[src/include/udp_echo_defines.svh]
// Header sizes, IPv4 constants and the default echo port
`ifndef UDP_ECHO_DEFINES_SVH
`define UDP_ECHO_DEFINES_SVH

// Default UDP echo service port
`define ECHO_UDP_PORT 16'd7

// Header lengths in bytes, no IP options
`define IP_HDR_BYTES 20
`define UDP_HDR_BYTES 8

// Version 4 with a five-word header
`define IP_VER_IHL 8'h45

// Protocol field value for UDP
`define IP_PROTO_UDP 8'd17

// TTL placed in every reply
`define IP_DEFAULT_TTL 8'd64

`endif

[src/verilog/udp_echo_pkg.sv]
// Width typedefs and state machine enums for the UDP echo path
package udp_echo_pkg;

    // One byte of a stream
    typedef logic [7:0] byte_t;

    // IPv4 address
    typedef logic [31:0] ip_addr_t;

    // UDP port number
    typedef logic [15:0] udp_port_t;

    // UDP length, counts the 8-byte UDP header too
    typedef logic [15:0] udp_len_t;

    // Receive parser
    typedef enum logic [1:0] {
        RX_HDR,
        RX_WAIT_HDR,
        RX_PAYLOAD,
        RX_DROP
    } rx_state_t;

    // Transmit framer
    typedef enum logic [1:0] {
        TX_IDLE,
        TX_HDR,
        TX_PAYLOAD
    } tx_state_t;

endpackage

[src/verilog/ip_udp_rx_parser.sv]
// IPv4/UDP receive parser: header capture, header checks and payload pass-through
`include "udp_echo_defines.svh"

module ip_udp_rx_parser (
    input  logic                  clk,
    input  logic                  reset,

    input  udp_echo_pkg::byte_t   in_data,
    input  logic                  in_valid,
    output logic                  in_ready,
    input  logic                  in_last,
    input  logic                  in_user,

    output logic                  hdr_valid,
    input  logic                  hdr_ready,
    output udp_echo_pkg::ip_addr_t  ip_source_ip,
    output udp_echo_pkg::ip_addr_t  ip_dest_ip,
    output udp_echo_pkg::udp_port_t source_port,
    output udp_echo_pkg::udp_port_t dest_port,
    output udp_echo_pkg::udp_len_t  length,

    output udp_echo_pkg::byte_t   pay_data,
    output logic                  pay_valid,
    input  logic                  pay_ready,
    output logic                  pay_last,
    output logic                  pay_user
);
    import udp_echo_pkg::*;

    localparam logic [4:0] HDR_LAST = 5'(`IP_HDR_BYTES + `UDP_HDR_BYTES - 1);

    rx_state_t  state;
    logic [4:0] hdr_cnt;
    logic       hdr_bad;

    // Only version 4, IHL 5 and protocol UDP get through
    assign hdr_bad = ((hdr_cnt == 5'd0) && (in_data != `IP_VER_IHL)) ||
                     ((hdr_cnt == 5'd9) && (in_data != `IP_PROTO_UDP));

    always_ff @(posedge clk) begin
        if (reset) begin
            state   <= RX_HDR;
            hdr_cnt <= '0;
        end else begin
            case (state)
                RX_HDR: begin
                    if (in_valid) begin
                        if (in_last) begin
                            // Runt packet, already fully consumed
                            hdr_cnt <= '0;
                        end else if (hdr_bad) begin
                            hdr_cnt <= '0;
                            state   <= RX_DROP;
                        end else if (hdr_cnt == HDR_LAST) begin
                            hdr_cnt <= '0;
                            state   <= RX_WAIT_HDR;
                        end else begin
                            hdr_cnt <= hdr_cnt + 5'd1;
                        end
                    end
                end
                RX_WAIT_HDR: begin
                    if (hdr_ready) begin
                        state <= RX_PAYLOAD;
                    end
                end
                RX_PAYLOAD: begin
                    if (in_valid && pay_ready && in_last) begin
                        state <= RX_HDR;
                    end
                end
                RX_DROP: begin
                    if (in_valid && in_last) begin
                        state <= RX_HDR;
                    end
                end
                default: state <= RX_HDR;
            endcase
        end
    end

    // Field capture, network byte order
    always_ff @(posedge clk) begin
        if ((state == RX_HDR) && in_valid) begin
            case (hdr_cnt)
                5'd12: ip_source_ip[31:24] <= in_data;
                5'd13: ip_source_ip[23:16] <= in_data;
                5'd14: ip_source_ip[15:8]  <= in_data;
                5'd15: ip_source_ip[7:0]   <= in_data;
                5'd16: ip_dest_ip[31:24]   <= in_data;
                5'd17: ip_dest_ip[23:16]   <= in_data;
                5'd18: ip_dest_ip[15:8]    <= in_data;
                5'd19: ip_dest_ip[7:0]     <= in_data;
                5'd20: source_port[15:8]   <= in_data;
                5'd21: source_port[7:0]    <= in_data;
                5'd22: dest_port[15:8]     <= in_data;
                5'd23: dest_port[7:0]      <= in_data;
                5'd24: length[15:8]        <= in_data;
                5'd25: length[7:0]         <= in_data;
                default: ;
            endcase
        end
    end

    assign hdr_valid = (state == RX_WAIT_HDR);

    always_comb begin
        in_ready  = 1'b0;
        pay_valid = 1'b0;
        case (state)
            RX_HDR, RX_DROP: in_ready = 1'b1;
            RX_PAYLOAD: begin
                in_ready  = pay_ready;
                pay_valid = in_valid;
            end
            default: ;
        endcase
    end

    // Payload goes straight through
    assign pay_data = in_data;
    assign pay_last = in_last;
    assign pay_user = in_user;

endmodule

[src/verilog/udp_loopback.sv]
// UDP echo: port match, address and port swap, payload forward or drop
`include "udp_echo_defines.svh"

module udp_loopback #(
    parameter udp_echo_pkg::udp_port_t UDP_PORT = `ECHO_UDP_PORT
) (
    input  logic                    clk,
    input  logic                    reset,

    input  udp_echo_pkg::ip_addr_t  local_ip,

    input  logic                    rx_hdr_valid,
    output logic                    rx_hdr_ready,
    input  udp_echo_pkg::ip_addr_t  rx_ip_source_ip,
    input  udp_echo_pkg::udp_port_t rx_source_port,
    input  udp_echo_pkg::udp_port_t rx_dest_port,
    input  udp_echo_pkg::udp_len_t  rx_length,

    input  udp_echo_pkg::byte_t     rx_pay_data,
    input  logic                    rx_pay_valid,
    output logic                    rx_pay_ready,
    input  logic                    rx_pay_last,
    input  logic                    rx_pay_user,

    output logic                    tx_hdr_valid,
    input  logic                    tx_hdr_ready,
    output udp_echo_pkg::ip_addr_t  tx_ip_source_ip,
    output udp_echo_pkg::ip_addr_t  tx_ip_dest_ip,
    output udp_echo_pkg::byte_t     tx_ip_ttl,
    output udp_echo_pkg::udp_port_t tx_source_port,
    output udp_echo_pkg::udp_port_t tx_dest_port,
    output udp_echo_pkg::udp_len_t  tx_length,

    output udp_echo_pkg::byte_t     tx_pay_data,
    output logic                    tx_pay_valid,
    input  logic                    tx_pay_ready,
    output logic                    tx_pay_last,
    output logic                    tx_pay_user
);
    logic match;
    logic fwd_pkt;
    logic drop_pkt;

    // Header fields stay put in the parser until the payload is done
    assign match = (rx_dest_port == UDP_PORT);

    always_ff @(posedge clk) begin
        if (reset) begin
            fwd_pkt  <= 1'b0;
            drop_pkt <= 1'b0;
        end else if (rx_pay_valid && rx_pay_ready && rx_pay_last) begin
            fwd_pkt  <= 1'b0;
            drop_pkt <= 1'b0;
        end else if (rx_pay_valid && !fwd_pkt && !drop_pkt) begin
            fwd_pkt  <= match;
            drop_pkt <= !match;
        end
    end

    // Non-matching headers are swallowed immediately
    assign tx_hdr_valid    = rx_hdr_valid && match;
    assign rx_hdr_ready    = (tx_hdr_ready && match) || !match;
    assign tx_ip_source_ip = local_ip;
    assign tx_ip_dest_ip   = rx_ip_source_ip;
    assign tx_ip_ttl       = `IP_DEFAULT_TTL;
    assign tx_source_port  = rx_dest_port;
    assign tx_dest_port    = rx_source_port;
    assign tx_length       = rx_length;

    assign tx_pay_data  = rx_pay_data;
    assign tx_pay_valid = rx_pay_valid && fwd_pkt;
    assign rx_pay_ready = (tx_pay_ready && fwd_pkt) || drop_pkt;
    assign tx_pay_last  = rx_pay_last;
    assign tx_pay_user  = rx_pay_user;

endmodule

[src/verilog/ip_udp_tx_framer.sv]
// IPv4/UDP transmit framer: header byte generation, IP checksum and payload append
`include "udp_echo_defines.svh"

module ip_udp_tx_framer (
    input  logic                    clk,
    input  logic                    reset,

    input  logic                    hdr_valid,
    output logic                    hdr_ready,
    input  udp_echo_pkg::ip_addr_t  ip_source_ip,
    input  udp_echo_pkg::ip_addr_t  ip_dest_ip,
    input  udp_echo_pkg::byte_t     ip_ttl,
    input  udp_echo_pkg::udp_port_t source_port,
    input  udp_echo_pkg::udp_port_t dest_port,
    input  udp_echo_pkg::udp_len_t  length,

    input  udp_echo_pkg::byte_t     pay_data,
    input  logic                    pay_valid,
    output logic                    pay_ready,
    input  logic                    pay_last,
    input  logic                    pay_user,

    output udp_echo_pkg::byte_t     out_data,
    output logic                    out_valid,
    input  logic                    out_ready,
    output logic                    out_last,
    output logic                    out_user
);
    import udp_echo_pkg::*;

    localparam logic [4:0] HDR_LAST = 5'(`IP_HDR_BYTES + `UDP_HDR_BYTES - 1);

    tx_state_t  state;
    logic [4:0] hdr_idx;
    byte_t      hdr_byte;
    udp_len_t   total_len;

    ip_addr_t   src_ip_r;
    ip_addr_t   dst_ip_r;
    byte_t      ttl_r;
    udp_port_t  src_port_r;
    udp_port_t  dst_port_r;
    udp_len_t   udp_len_r;
    udp_len_t   total_len_r;
    logic [15:0] ip_csum_r;

    // Ones'-complement sum over the ten header words, checksum word as zero
    function automatic logic [15:0] ip_checksum(
        input ip_addr_t src,
        input ip_addr_t dst,
        input byte_t    ttl,
        input udp_len_t tot_len
    );
        logic [31:0] sum;
        sum = {16'h0, `IP_VER_IHL, 8'h00} + {16'h0, tot_len} + {16'h0, ttl, `IP_PROTO_UDP};
        sum = sum + {16'h0, src[31:16]} + {16'h0, src[15:0]};
        sum = sum + {16'h0, dst[31:16]} + {16'h0, dst[15:0]};
        // Two folds absorb every carry
        sum = {16'h0, sum[15:0]} + {16'h0, sum[31:16]};
        sum = {16'h0, sum[15:0]} + {16'h0, sum[31:16]};
        return ~sum[15:0];
    endfunction

    assign total_len = length + 16'(`IP_HDR_BYTES);

    always_ff @(posedge clk) begin
        if (reset) begin
            state   <= TX_IDLE;
            hdr_idx <= '0;
        end else begin
            case (state)
                TX_IDLE: begin
                    if (hdr_valid) begin
                        hdr_idx <= '0;
                        state   <= TX_HDR;
                    end
                end
                TX_HDR: begin
                    if (out_ready) begin
                        if (hdr_idx == HDR_LAST) begin
                            state <= TX_PAYLOAD;
                        end else begin
                            hdr_idx <= hdr_idx + 5'd1;
                        end
                    end
                end
                TX_PAYLOAD: begin
                    if (pay_valid && out_ready && pay_last) begin
                        state <= TX_IDLE;
                    end
                end
                default: state <= TX_IDLE;
            endcase
        end
    end

    always_ff @(posedge clk) begin
        if (hdr_valid && hdr_ready) begin
            src_ip_r    <= ip_source_ip;
            dst_ip_r    <= ip_dest_ip;
            ttl_r       <= ip_ttl;
            src_port_r  <= source_port;
            dst_port_r  <= dest_port;
            udp_len_r   <= length;
            total_len_r <= total_len;
            ip_csum_r   <= ip_checksum(ip_source_ip, ip_dest_ip, ip_ttl, total_len);
        end
    end

    // IPv4 header then UDP header, UDP checksum left at zero
    always_comb begin
        case (hdr_idx)
            5'd0:  hdr_byte = `IP_VER_IHL;
            5'd2:  hdr_byte = total_len_r[15:8];
            5'd3:  hdr_byte = total_len_r[7:0];
            5'd8:  hdr_byte = ttl_r;
            5'd9:  hdr_byte = `IP_PROTO_UDP;
            5'd10: hdr_byte = ip_csum_r[15:8];
            5'd11: hdr_byte = ip_csum_r[7:0];
            5'd12: hdr_byte = src_ip_r[31:24];
            5'd13: hdr_byte = src_ip_r[23:16];
            5'd14: hdr_byte = src_ip_r[15:8];
            5'd15: hdr_byte = src_ip_r[7:0];
            5'd16: hdr_byte = dst_ip_r[31:24];
            5'd17: hdr_byte = dst_ip_r[23:16];
            5'd18: hdr_byte = dst_ip_r[15:8];
            5'd19: hdr_byte = dst_ip_r[7:0];
            5'd20: hdr_byte = src_port_r[15:8];
            5'd21: hdr_byte = src_port_r[7:0];
            5'd22: hdr_byte = dst_port_r[15:8];
            5'd23: hdr_byte = dst_port_r[7:0];
            5'd24: hdr_byte = udp_len_r[15:8];
            5'd25: hdr_byte = udp_len_r[7:0];
            default: hdr_byte = 8'h00;
        endcase
    end

    assign hdr_ready = (state == TX_IDLE);

    always_comb begin
        out_data  = hdr_byte;
        out_valid = 1'b0;
        out_last  = 1'b0;
        out_user  = 1'b0;
        pay_ready = 1'b0;
        case (state)
            TX_HDR: out_valid = 1'b1;
            TX_PAYLOAD: begin
                out_data  = pay_data;
                out_valid = pay_valid;
                out_last  = pay_last;
                out_user  = pay_user;
                pay_ready = out_ready;
            end
            default: ;
        endcase
    end

endmodule

[src/verilog/udp_echo_top.sv]
// UDP echo top level: receive parser, loopback and transmit framer
`include "udp_echo_defines.svh"

module udp_echo_top #(
    parameter udp_echo_pkg::udp_port_t UDP_PORT = `ECHO_UDP_PORT
) (
    input  logic                   clk,
    input  logic                   reset,
    input  udp_echo_pkg::ip_addr_t local_ip,

    input  udp_echo_pkg::byte_t    in_data,
    input  logic                   in_valid,
    output logic                   in_ready,
    input  logic                   in_last,
    input  logic                   in_user,

    output udp_echo_pkg::byte_t    out_data,
    output logic                   out_valid,
    input  logic                   out_ready,
    output logic                   out_last,
    output logic                   out_user
);
    import udp_echo_pkg::*;

    logic      rx_hdr_valid;
    logic      rx_hdr_ready;
    ip_addr_t  rx_ip_source_ip;
    udp_port_t rx_source_port;
    udp_port_t rx_dest_port;
    udp_len_t  rx_length;
    byte_t     rx_pay_data;
    logic      rx_pay_valid;
    logic      rx_pay_ready;
    logic      rx_pay_last;
    logic      rx_pay_user;

    logic      tx_hdr_valid;
    logic      tx_hdr_ready;
    ip_addr_t  tx_ip_source_ip;
    ip_addr_t  tx_ip_dest_ip;
    byte_t     tx_ip_ttl;
    udp_port_t tx_source_port;
    udp_port_t tx_dest_port;
    udp_len_t  tx_length;
    byte_t     tx_pay_data;
    logic      tx_pay_valid;
    logic      tx_pay_ready;
    logic      tx_pay_last;
    logic      tx_pay_user;

    // Received destination address is not needed for the reply
    ip_udp_rx_parser i_ip_udp_rx_parser (
        .clk          (clk),
        .reset        (reset),
        .in_data      (in_data),
        .in_valid     (in_valid),
        .in_ready     (in_ready),
        .in_last      (in_last),
        .in_user      (in_user),
        .hdr_valid    (rx_hdr_valid),
        .hdr_ready    (rx_hdr_ready),
        .ip_source_ip (rx_ip_source_ip),
        .ip_dest_ip   (),
        .source_port  (rx_source_port),
        .dest_port    (rx_dest_port),
        .length       (rx_length),
        .pay_data     (rx_pay_data),
        .pay_valid    (rx_pay_valid),
        .pay_ready    (rx_pay_ready),
        .pay_last     (rx_pay_last),
        .pay_user     (rx_pay_user)
    );

    udp_loopback #(
        .UDP_PORT (UDP_PORT)
    ) i_udp_loopback (
        .clk             (clk),
        .reset           (reset),
        .local_ip        (local_ip),
        .rx_hdr_valid    (rx_hdr_valid),
        .rx_hdr_ready    (rx_hdr_ready),
        .rx_ip_source_ip (rx_ip_source_ip),
        .rx_source_port  (rx_source_port),
        .rx_dest_port    (rx_dest_port),
        .rx_length       (rx_length),
        .rx_pay_data     (rx_pay_data),
        .rx_pay_valid    (rx_pay_valid),
        .rx_pay_ready    (rx_pay_ready),
        .rx_pay_last     (rx_pay_last),
        .rx_pay_user     (rx_pay_user),
        .tx_hdr_valid    (tx_hdr_valid),
        .tx_hdr_ready    (tx_hdr_ready),
        .tx_ip_source_ip (tx_ip_source_ip),
        .tx_ip_dest_ip   (tx_ip_dest_ip),
        .tx_ip_ttl       (tx_ip_ttl),
        .tx_source_port  (tx_source_port),
        .tx_dest_port    (tx_dest_port),
        .tx_length       (tx_length),
        .tx_pay_data     (tx_pay_data),
        .tx_pay_valid    (tx_pay_valid),
        .tx_pay_ready    (tx_pay_ready),
        .tx_pay_last     (tx_pay_last),
        .tx_pay_user     (tx_pay_user)
    );

    ip_udp_tx_framer i_ip_udp_tx_framer (
        .clk          (clk),
        .reset        (reset),
        .hdr_valid    (tx_hdr_valid),
        .hdr_ready    (tx_hdr_ready),
        .ip_source_ip (tx_ip_source_ip),
        .ip_dest_ip   (tx_ip_dest_ip),
        .ip_ttl       (tx_ip_ttl),
        .source_port  (tx_source_port),
        .dest_port    (tx_dest_port),
        .length       (tx_length),
        .pay_data     (tx_pay_data),
        .pay_valid    (tx_pay_valid),
        .pay_ready    (tx_pay_ready),
        .pay_last     (tx_pay_last),
        .pay_user     (tx_pay_user),
        .out_data     (out_data),
        .out_valid    (out_valid),
        .out_ready    (out_ready),
        .out_last     (out_last),
        .out_user     (out_user)
    );

endmodule

[config.mk]
export PLATFORM = sky130hd
export DESIGN_NAME = udp_echo_top
export DESIGN_NICKNAME = d
export VERILOG_FILES = /design/src/verilog/udp_echo_pkg.sv /design/src/verilog/ip_udp_rx_parser.sv /design/src/verilog/udp_loopback.sv /design/src/verilog/ip_udp_tx_framer.sv /design/src/verilog/udp_echo_top.sv
export VERILOG_INCLUDE_DIRS = /design/src /design/src/include
export SDC_FILE = /design/constraint.sdc
export NUM_CORES = 1
export LEC_CHECK = 0
export BUFFER_PORTS_ARGS = -buffer_cell sky130_fd_sc_hd__buf_2
export CORE_MARGIN = 3
export CORE_UTILIZATION = 45
export DETAILED_ROUTE_END_ITERATION = 7
export GPL_TIMING_DRIVEN = 0
export PLACE_DENSITY = 0.63
export SETUP_SLACK_MARGIN = 0.02
export SYNTH_ARGS = -nofsm -noshare
export SYNTH_HDL_FRONTEND = slang
export SYNTH_SLANG_ARGS = --single-unit
export TNS_END_PERCENT = 30
[constraint.sdc]
create_clock -name clk -period 10.2 [get_ports clk]
set_input_delay 0.51 -clock clk [delete_from_list [all_inputs] [get_ports clk]]
set_output_delay 0.51 -clock clk [all_outputs]
set_load 0.005 [all_outputs]
**Word-level counts from Yosys, hierarchy flattened**

Cells that the tools add are included.

- $add $sub $neg: 11
- Eq/ne operators: 52
- Muxes and demuxes: 28
- Bitwise gates (word level): 1
- Reductions and logical operators: 44

Operator list:

| kind | count |
|---|---|
| one-hot mux 8 bit (21 select lines) | 1 |
| adder 32 x 16 -> 32 bit | 4 |
| == test 5 bit, second input constant | 18 |
| == test 5 x 4 -> 1 bit, second input constant | 13 |
| adder 32 x 15 -> 32 bit, second input constant | 1 |
| two-way mux 5 bit | 6 |
| two-way mux 2 bit | 11 |
| AND reduction 2 bit | 11 |
| adder 15 x 16 -> 17 bit, first input constant | 1 |
| adder 16 x 16 -> 17 bit | 1 |
| logical AND 1 bit | 17 |
| adder 16 bit | 1 |
| adder 16 x 5 -> 16 bit, second input constant | 1 |
| == test 16 x 3 -> 1 bit, second input constant | 1 |
| NOT 16 bit | 1 |
| adder 5 x 1 -> 5 bit, second input constant | 2 |
| == test 5 x 2 -> 1 bit, second input constant | 2 |
| zero test 5 bit | 2 |
| != test 2 x 1 -> 1 bit, second input constant | 5 |
| != test 2 bit, second input constant | 5 |
| one-hot mux 5 bit (2 select lines) | 1 |
| two-way mux 8 bit | 1 |
| != test 8 x 5 -> 1 bit, second input constant | 1 |
| != test 8 x 7 -> 1 bit, second input constant | 1 |
| other kinds (14) | 28 |

- Register bits: 240
- Input bits: 46
- Output and inout port bits: 12
- Logic and storage cells: 159

**Logic depth before layout (Yosys ltp)**

- Depth after elaboration: 10
- Mapped depth: 36
- Depth with buffers taken out: 36

**Hierarchy**

Synthesis repeated with hierarchy kept, for this count alone.

- Cell total of the unflattened synthesis: 1186
- Area, all modules: 15097.0 um^2

Modules (own cells, without submodules):

| module | instances | cells an instance | area each (um^2) | seq. area each (um^2) |
|---|---|---|---|---|
| ip_udp_tx_framer | 1 | 811 | 9729.3 | 4644.5 |
| ip_udp_rx_parser | 1 | 221 | 4195.3 | 3503.4 |
| udp_loopback | 1 | 154 | 1172.4 | 40.0 |

**Least setup slack after synthesis**

No wires, ideal clock.

- Path kind: flip-flop to flip-flop
- Start: reg i_ip_udp_rx_parser.length[2]
- End: reg i_ip_udp_tx_framer.ip_csum_r[14], data pin
- Library setup time: 0.266 ns
- Arrival: 7.999 ns
- Data required time: 9.934 ns
- Slack: 1.935 ns
- Stages on the path, launching flop included: 37
- Path buffers: 0
- Clock period less this slack: 8.265 ns
- Cells stage by stage: edfxtp_1 ha_1 nor2_1 nor2_1 xor2_1 ha_1 or2_2 nand2_1 xnor2_1 fa_1 inv_1 fa_1 fa_1 inv_1 ha_1 nand4_1 a21oi_1 a2111oi_0 o21bai_1 nand3_1 a21boi_0 o21ai_0 nand2b_1 ha_1 a21o_1 nand3_1 nor4_2 nand3_1 nor3_1 nor3b_1 ha_1 nand3_1 or3_1 or2_1 a2111oi_4 a31oi_1 xnor2_1

- Cells in the longest elaborated chain, start to end: 10

RTL lines:

| element | RTL line | RTL |
|---|---|---|
| from (decl) | ip_udp_rx_parser.sv:20 | `output udp_echo_pkg::udp_len_t length,` |
| from (signal assigned) | ip_udp_rx_parser.sv:99 | `5'd25: length[7:0] <= in_data;` |
| adder 16 x 5 -> 16 bit | ip_udp_tx_framer.sv:64 | `` assign total_len = length + 16'(`IP_HDR_BYTES); `` |
| net i_ip_udp_tx_framer.total_len[8] | ip_udp_tx_framer.sv:36 | `udp_len_t total_len;` |
| adder 15 x 16 -> 17 bit | ip_udp_tx_framer.sv:55 | `` sum = {16'h0, `IP_VER_IHL, 8'h00} + {16'h0, tot_len} + {16'h0, ttl, `IP_PROTO_UDP}; `` |
| adder 32 x 15 -> 32 bit | ip_udp_tx_framer.sv:55 |  |
| adder 32 x 16 -> 32 bit (2 in series) | ip_udp_tx_framer.sv:56 | `sum = sum + {16'h0, src[31:16]} + {16'h0, src[15:0]};` |
| adder 32 x 16 -> 32 bit (2 in series) | ip_udp_tx_framer.sv:57 | `sum = sum + {16'h0, dst[31:16]} + {16'h0, dst[15:0]};` |
| adder 16 x 16 -> 17 bit | ip_udp_tx_framer.sv:59 | `sum = {16'h0, sum[15:0]} + {16'h0, sum[31:16]};` |
| adder 16 bit | ip_udp_tx_framer.sv:60 | `sum = {16'h0, sum[15:0]} + {16'h0, sum[31:16]};` |
| NOT 16 bit | ip_udp_tx_framer.sv:61 | `return ~sum[15:0];` |
| to (signal assigned) | ip_udp_tx_framer.sv:106 | `ip_csum_r <= ip_checksum(ip_source_ip, ip_dest_ip, ip_ttl, total_len);` |
| to (decl) | ip_udp_tx_framer.sv:45 | `logic [15:0] ip_csum_r;` |

The timed path passes the listed nets, and every way through them passes these cells.
A chain may end at the register's enable or synchronous reset.

**Worst setup path after layout**

- Start: reg i_ip_udp_rx_parser.length[5]
- End: reg i_ip_udp_tx_framer.ip_csum_r[14], data pin

The elaborated chain is that of the path after synthesis.

==> impl_metrics.toml <==
[outcome]
status = "finished clean"

[timing]
setup_tns_ps = 0
final-setup-viol-count = 0
max_freq_mhz = 105
finClkSkew_ps = 12.5
worstMarginPinSlew_ps = 1270
hold_viol = 0
slew_violations = 0
rsz0062_at_grt = "false"
slew-limit-headroom_pct = 14.8
period_needed_ps = 9550
finalCritPeriodShare_pct = 93.6

[worst_setup_path]
cp_slowest_cell = "fa_1"
r2r_start = "i_ip_udp_rx_parser.length[5]"
cp_top_family = "simple AND/OR/NAND/NOR gates"
setup.worst_path.class = "reg -> reg"
end_kind = "register"
crit_path_start = "i_ip_udp_rx_parser.length[5]"
rr_endpoint = "i_ip_udp_tx_framer.ip_csum_r[14]"
critical_path_depth = 36
crit_buf_inv = 3
critPathCapture = "i_ip_udp_tx_framer.ip_csum_r[14]"
rrSetupSlack_ps = 650
cp-start-kind = "register"
cp_max_fo = 7
ff2ff_path_depth = 36
critical_path_arrival_ps = 9790
required_ps = 10440
critical_path.max_stage_delay_ps = 530

[die]
core_mm2 = 0.0271
pin_count = 58
dieArea_mm2 = 0.0297
die_h_um = 172
die_x_um = 172
rows = 60
initial_core_util_pct = 46.0

[clock_network]
clock_latency_ps = 520
clkTransAtPathRegs_ps = 60
cts_tree = "done"
root_buffer = "clkbuf_16"
holdBufCountCts = 0
cts.htree.levels = 1
cts_made_buffers = 25
clock_sinks = 238
cts_buffer_depth = 3

[place]
io_buffers = 57
dpl_cell_area_mm2 = 0.0133
dp_hpwl_mm = 25.0
placed_cells = 1393
place.gp.congestion = 0.870

[layout]
drive_above_1_share_pct = 14.2
antenna_cells = 0
area_growth_pct = 13.3
utilization_pct = 52.1
mostFrequentLayoutCell = "edfxtp_1"
layout_common_cells = "222 x edfxtp_1, 89 x inv_1, 64 x buf_2"
final_nets = 1202
final_cells = 1435
stdcell_area_mm2 = 0.0141

[global_routing]
grt_usage_pct = 22.5
overflow = 0
grt_pass1_wl_mm = 48.9
grt_max_degree = 34
grt_pass1_vias = 7974
antenna_found_initial = 0

[logic_synthesis]
synthCells = 959
syn_area_mm2 = 0.0125
async_reset_ff_share_pct = 0
synth_top_cell_by_area = "edfxtp_1"
seq_area_frac_synth_pct = 56.1
synth_ff_type = "edfxtp_1"
ys_ff_latch = 238
syn-num-nets = 1113
ys_types = 78
ys.warnings.count = 0
synth.area.top_cells = "edfxtp_1 54%, fa_1 7.9%, ha_1 5.9%"
avgSynthCellArea_um2 = 13.0
synth_top_area_share_pct = 53.5
synth-edff-count = 222

[detailed_routing]
vias = 8325
drc = 0
dr.pass1.iters = 6
wl_per_cell_um = 23.3
wirelength_mm = 33.4
drt_iter0_markers = 987
final_antenna_net_count = 0
vias_per_cell = 5.80

[power_and_ir_drop]
power_leakage_nw = 5.10
vdd_drop_max_v = 0.000136
powerDensity_mw_per_mm2 = 184

[hold_path]
holdCritPathClass = "in -> reg"

[flow_run]
cap_violations = 0
[worst min path at each step]
| stage | endpoint | slack [ps] | start | depth (start not counted) |
|---|---|---|---|---|
| 2_1_floorplan | i_ip_udp_tx_framer.dst_port_r[0] | 400 | i_ip_udp_rx_parser.source_port[0] | 0 |
| 3_3_place_gp | i_ip_udp_tx_framer.dst_port_r[7] | 400 | i_ip_udp_rx_parser.source_port[7] | 0 |
| 3_5_place_dp | i_ip_udp_tx_framer.dst_port_r[1] | 400 | i_ip_udp_rx_parser.source_port[1] | 0 |
| 4_1_cts | i_ip_udp_tx_framer.src_ip_r[16] | 170 | local_ip[16] | 1 |
| 5_1_grt | i_ip_udp_tx_framer.src_ip_r[0] | 170 | local_ip[0] | 1 |
| 6_report | i_ip_udp_tx_framer.src_ip_r[0] | 180 | local_ip[0] | 1 |
[synth_stat cells (all sizes together), types with 3 or more instances]
| cell | number |
|---|---|
| o22ai | 3 |
| or2 | 7 |
| nand3 | 24 |
| o21ai | 31 |
| a221oi | 13 |
| a21o | 7 |
| and3 | 8 |
| a311oi | 3 |
| a211oi | 5 |
| nor2 | 65 |
| inv | 89 |
| a31oi | 7 |
| edfxtp | 222 |
| a2111oi | 6 |
| o2111ai | 3 |
| nand2b | 10 |
| a22oi | 41 |
| nor3b | 4 |
| or3b | 3 |
| and2 | 14 |
| clkbuf | 10 |
| mux2i | 9 |
| buf | 8 |
| nor4 | 13 |
| nand4 | 14 |
| xnor2 | 29 |
| a21oi | 33 |
| o21bai | 6 |
| or3 | 4 |
| fa | 49 |
| nor2b | 6 |
| nor4b | 3 |
| nor3 | 23 |
| nand3b | 3 |
| a22o | 12 |
| nand2 | 48 |
| ha | 59 |
| dfxtp | 16 |
| o21a | 7 |
| xor2 | 15 |
[worst reg2reg max path, delay by kind of cell (launching register included)]
| family | cells | cell delay (ps) |
|---|---|---|
| DFF | 1 | 430 |
| adders and majority gates | 8 | 2730 |
| xor gates and xnor gates | 3 | 740 |
| buffers and inverters | 3 | 300 |
| and+or+nand+nor | 15 | 3400 |
| AOI/OAI and AO/OA | 7 | 1680 |
[routing by layer]
| metal | vias up | track usage, % | routed length, µm |
|---|---|---|---|
| li1 | 3755 | - | - |
| met1 | 4102 | 33.3 | 14000 |
| met2 | 409 | 33.9 | 14800 |
| met3 | 59 | 4.94 | 3700 |
| met4 | 0 | 5.87 | 894 |
| met5 | - | 0 | 0 |
[layout make-up]
class	count	area, µm²
buffer	18	76.3
clock buffer	32	652
clock inverter	10	50.0
fill	2302	13000
inverter	89	334
multi-input combinational	614	5160
sequential	238	6990
tap	372	465
timing repair buffer	62	393
[what timing repair did]
| action | 4_1_cts | 5_1_grt |
|---|---|---|
| gates resized for setup | 1 | 15 |
| pin swaps | 0 | 0 |
| setup endpoints to repair | 3 | 7 |
| setup buffers | 0 | 0 |
[through the flow]
step	total power, mW	worst slack, ps	hold WS (ps)
floorplan	1.61	1940	400
global placement	1.77	-741	400
detailed placement	1.78	-81.6	405
CTS	2.59	80.3	169
global route	2.72	30.2	168
finish	2.59	654	182
[sequential cells by signal, indices dropped and copies added, names as in the netlist]
| register | cells |
|---|---|
| i_ip_udp_tx_framer.dst_port_r | 16 |
| i_ip_udp_tx_framer.udp_len_r | 14 |
| i_ip_udp_tx_framer.dst_ip_r | 32 |
| i_ip_udp_tx_framer.state | 2 |
| i_ip_udp_tx_framer.total_len_r | 16 |
| i_ip_udp_rx_parser.dest_port | 16 |
| i_ip_udp_rx_parser.length | 16 |
| i_ip_udp_tx_framer.src_ip_r | 32 |
| i_ip_udp_tx_framer.hdr_idx | 5 |
| i_ip_udp_tx_framer.ip_csum_r | 16 |
| i_udp_loopback.drop_pkt | 1 |
| i_ip_udp_tx_framer.src_port_r | 16 |
| i_ip_udp_rx_parser.hdr_cnt | 5 |
| i_ip_udp_rx_parser.source_port | 16 |
| i_udp_loopback.fwd_pkt | 1 |
| i_ip_udp_rx_parser.ip_source_ip | 32 |
| i_ip_udp_rx_parser.state | 2 |
[where the power goes]
part           internal, mW  switching (mW)  total [mW]
logic                 0.265           0.433       0.699
clock network         0.448           0.361       0.809
registers              1.08         0.00605        1.09
total                  1.79           0.800        2.59
[cell families (layout without fill, tap and decap cells)]
group	count (synthesis)	in the layout	synth area share, %
flops	238	238	56.1
simple gates	258	258	11.1
buf+inv	107	211	3.29
compound gates	194	194	11.6
fa+ha+maj	108	108	13.8
mux	10	10	0.844
xor+xnor	44	44	3.30
Power figures use the tool's default switching activity.
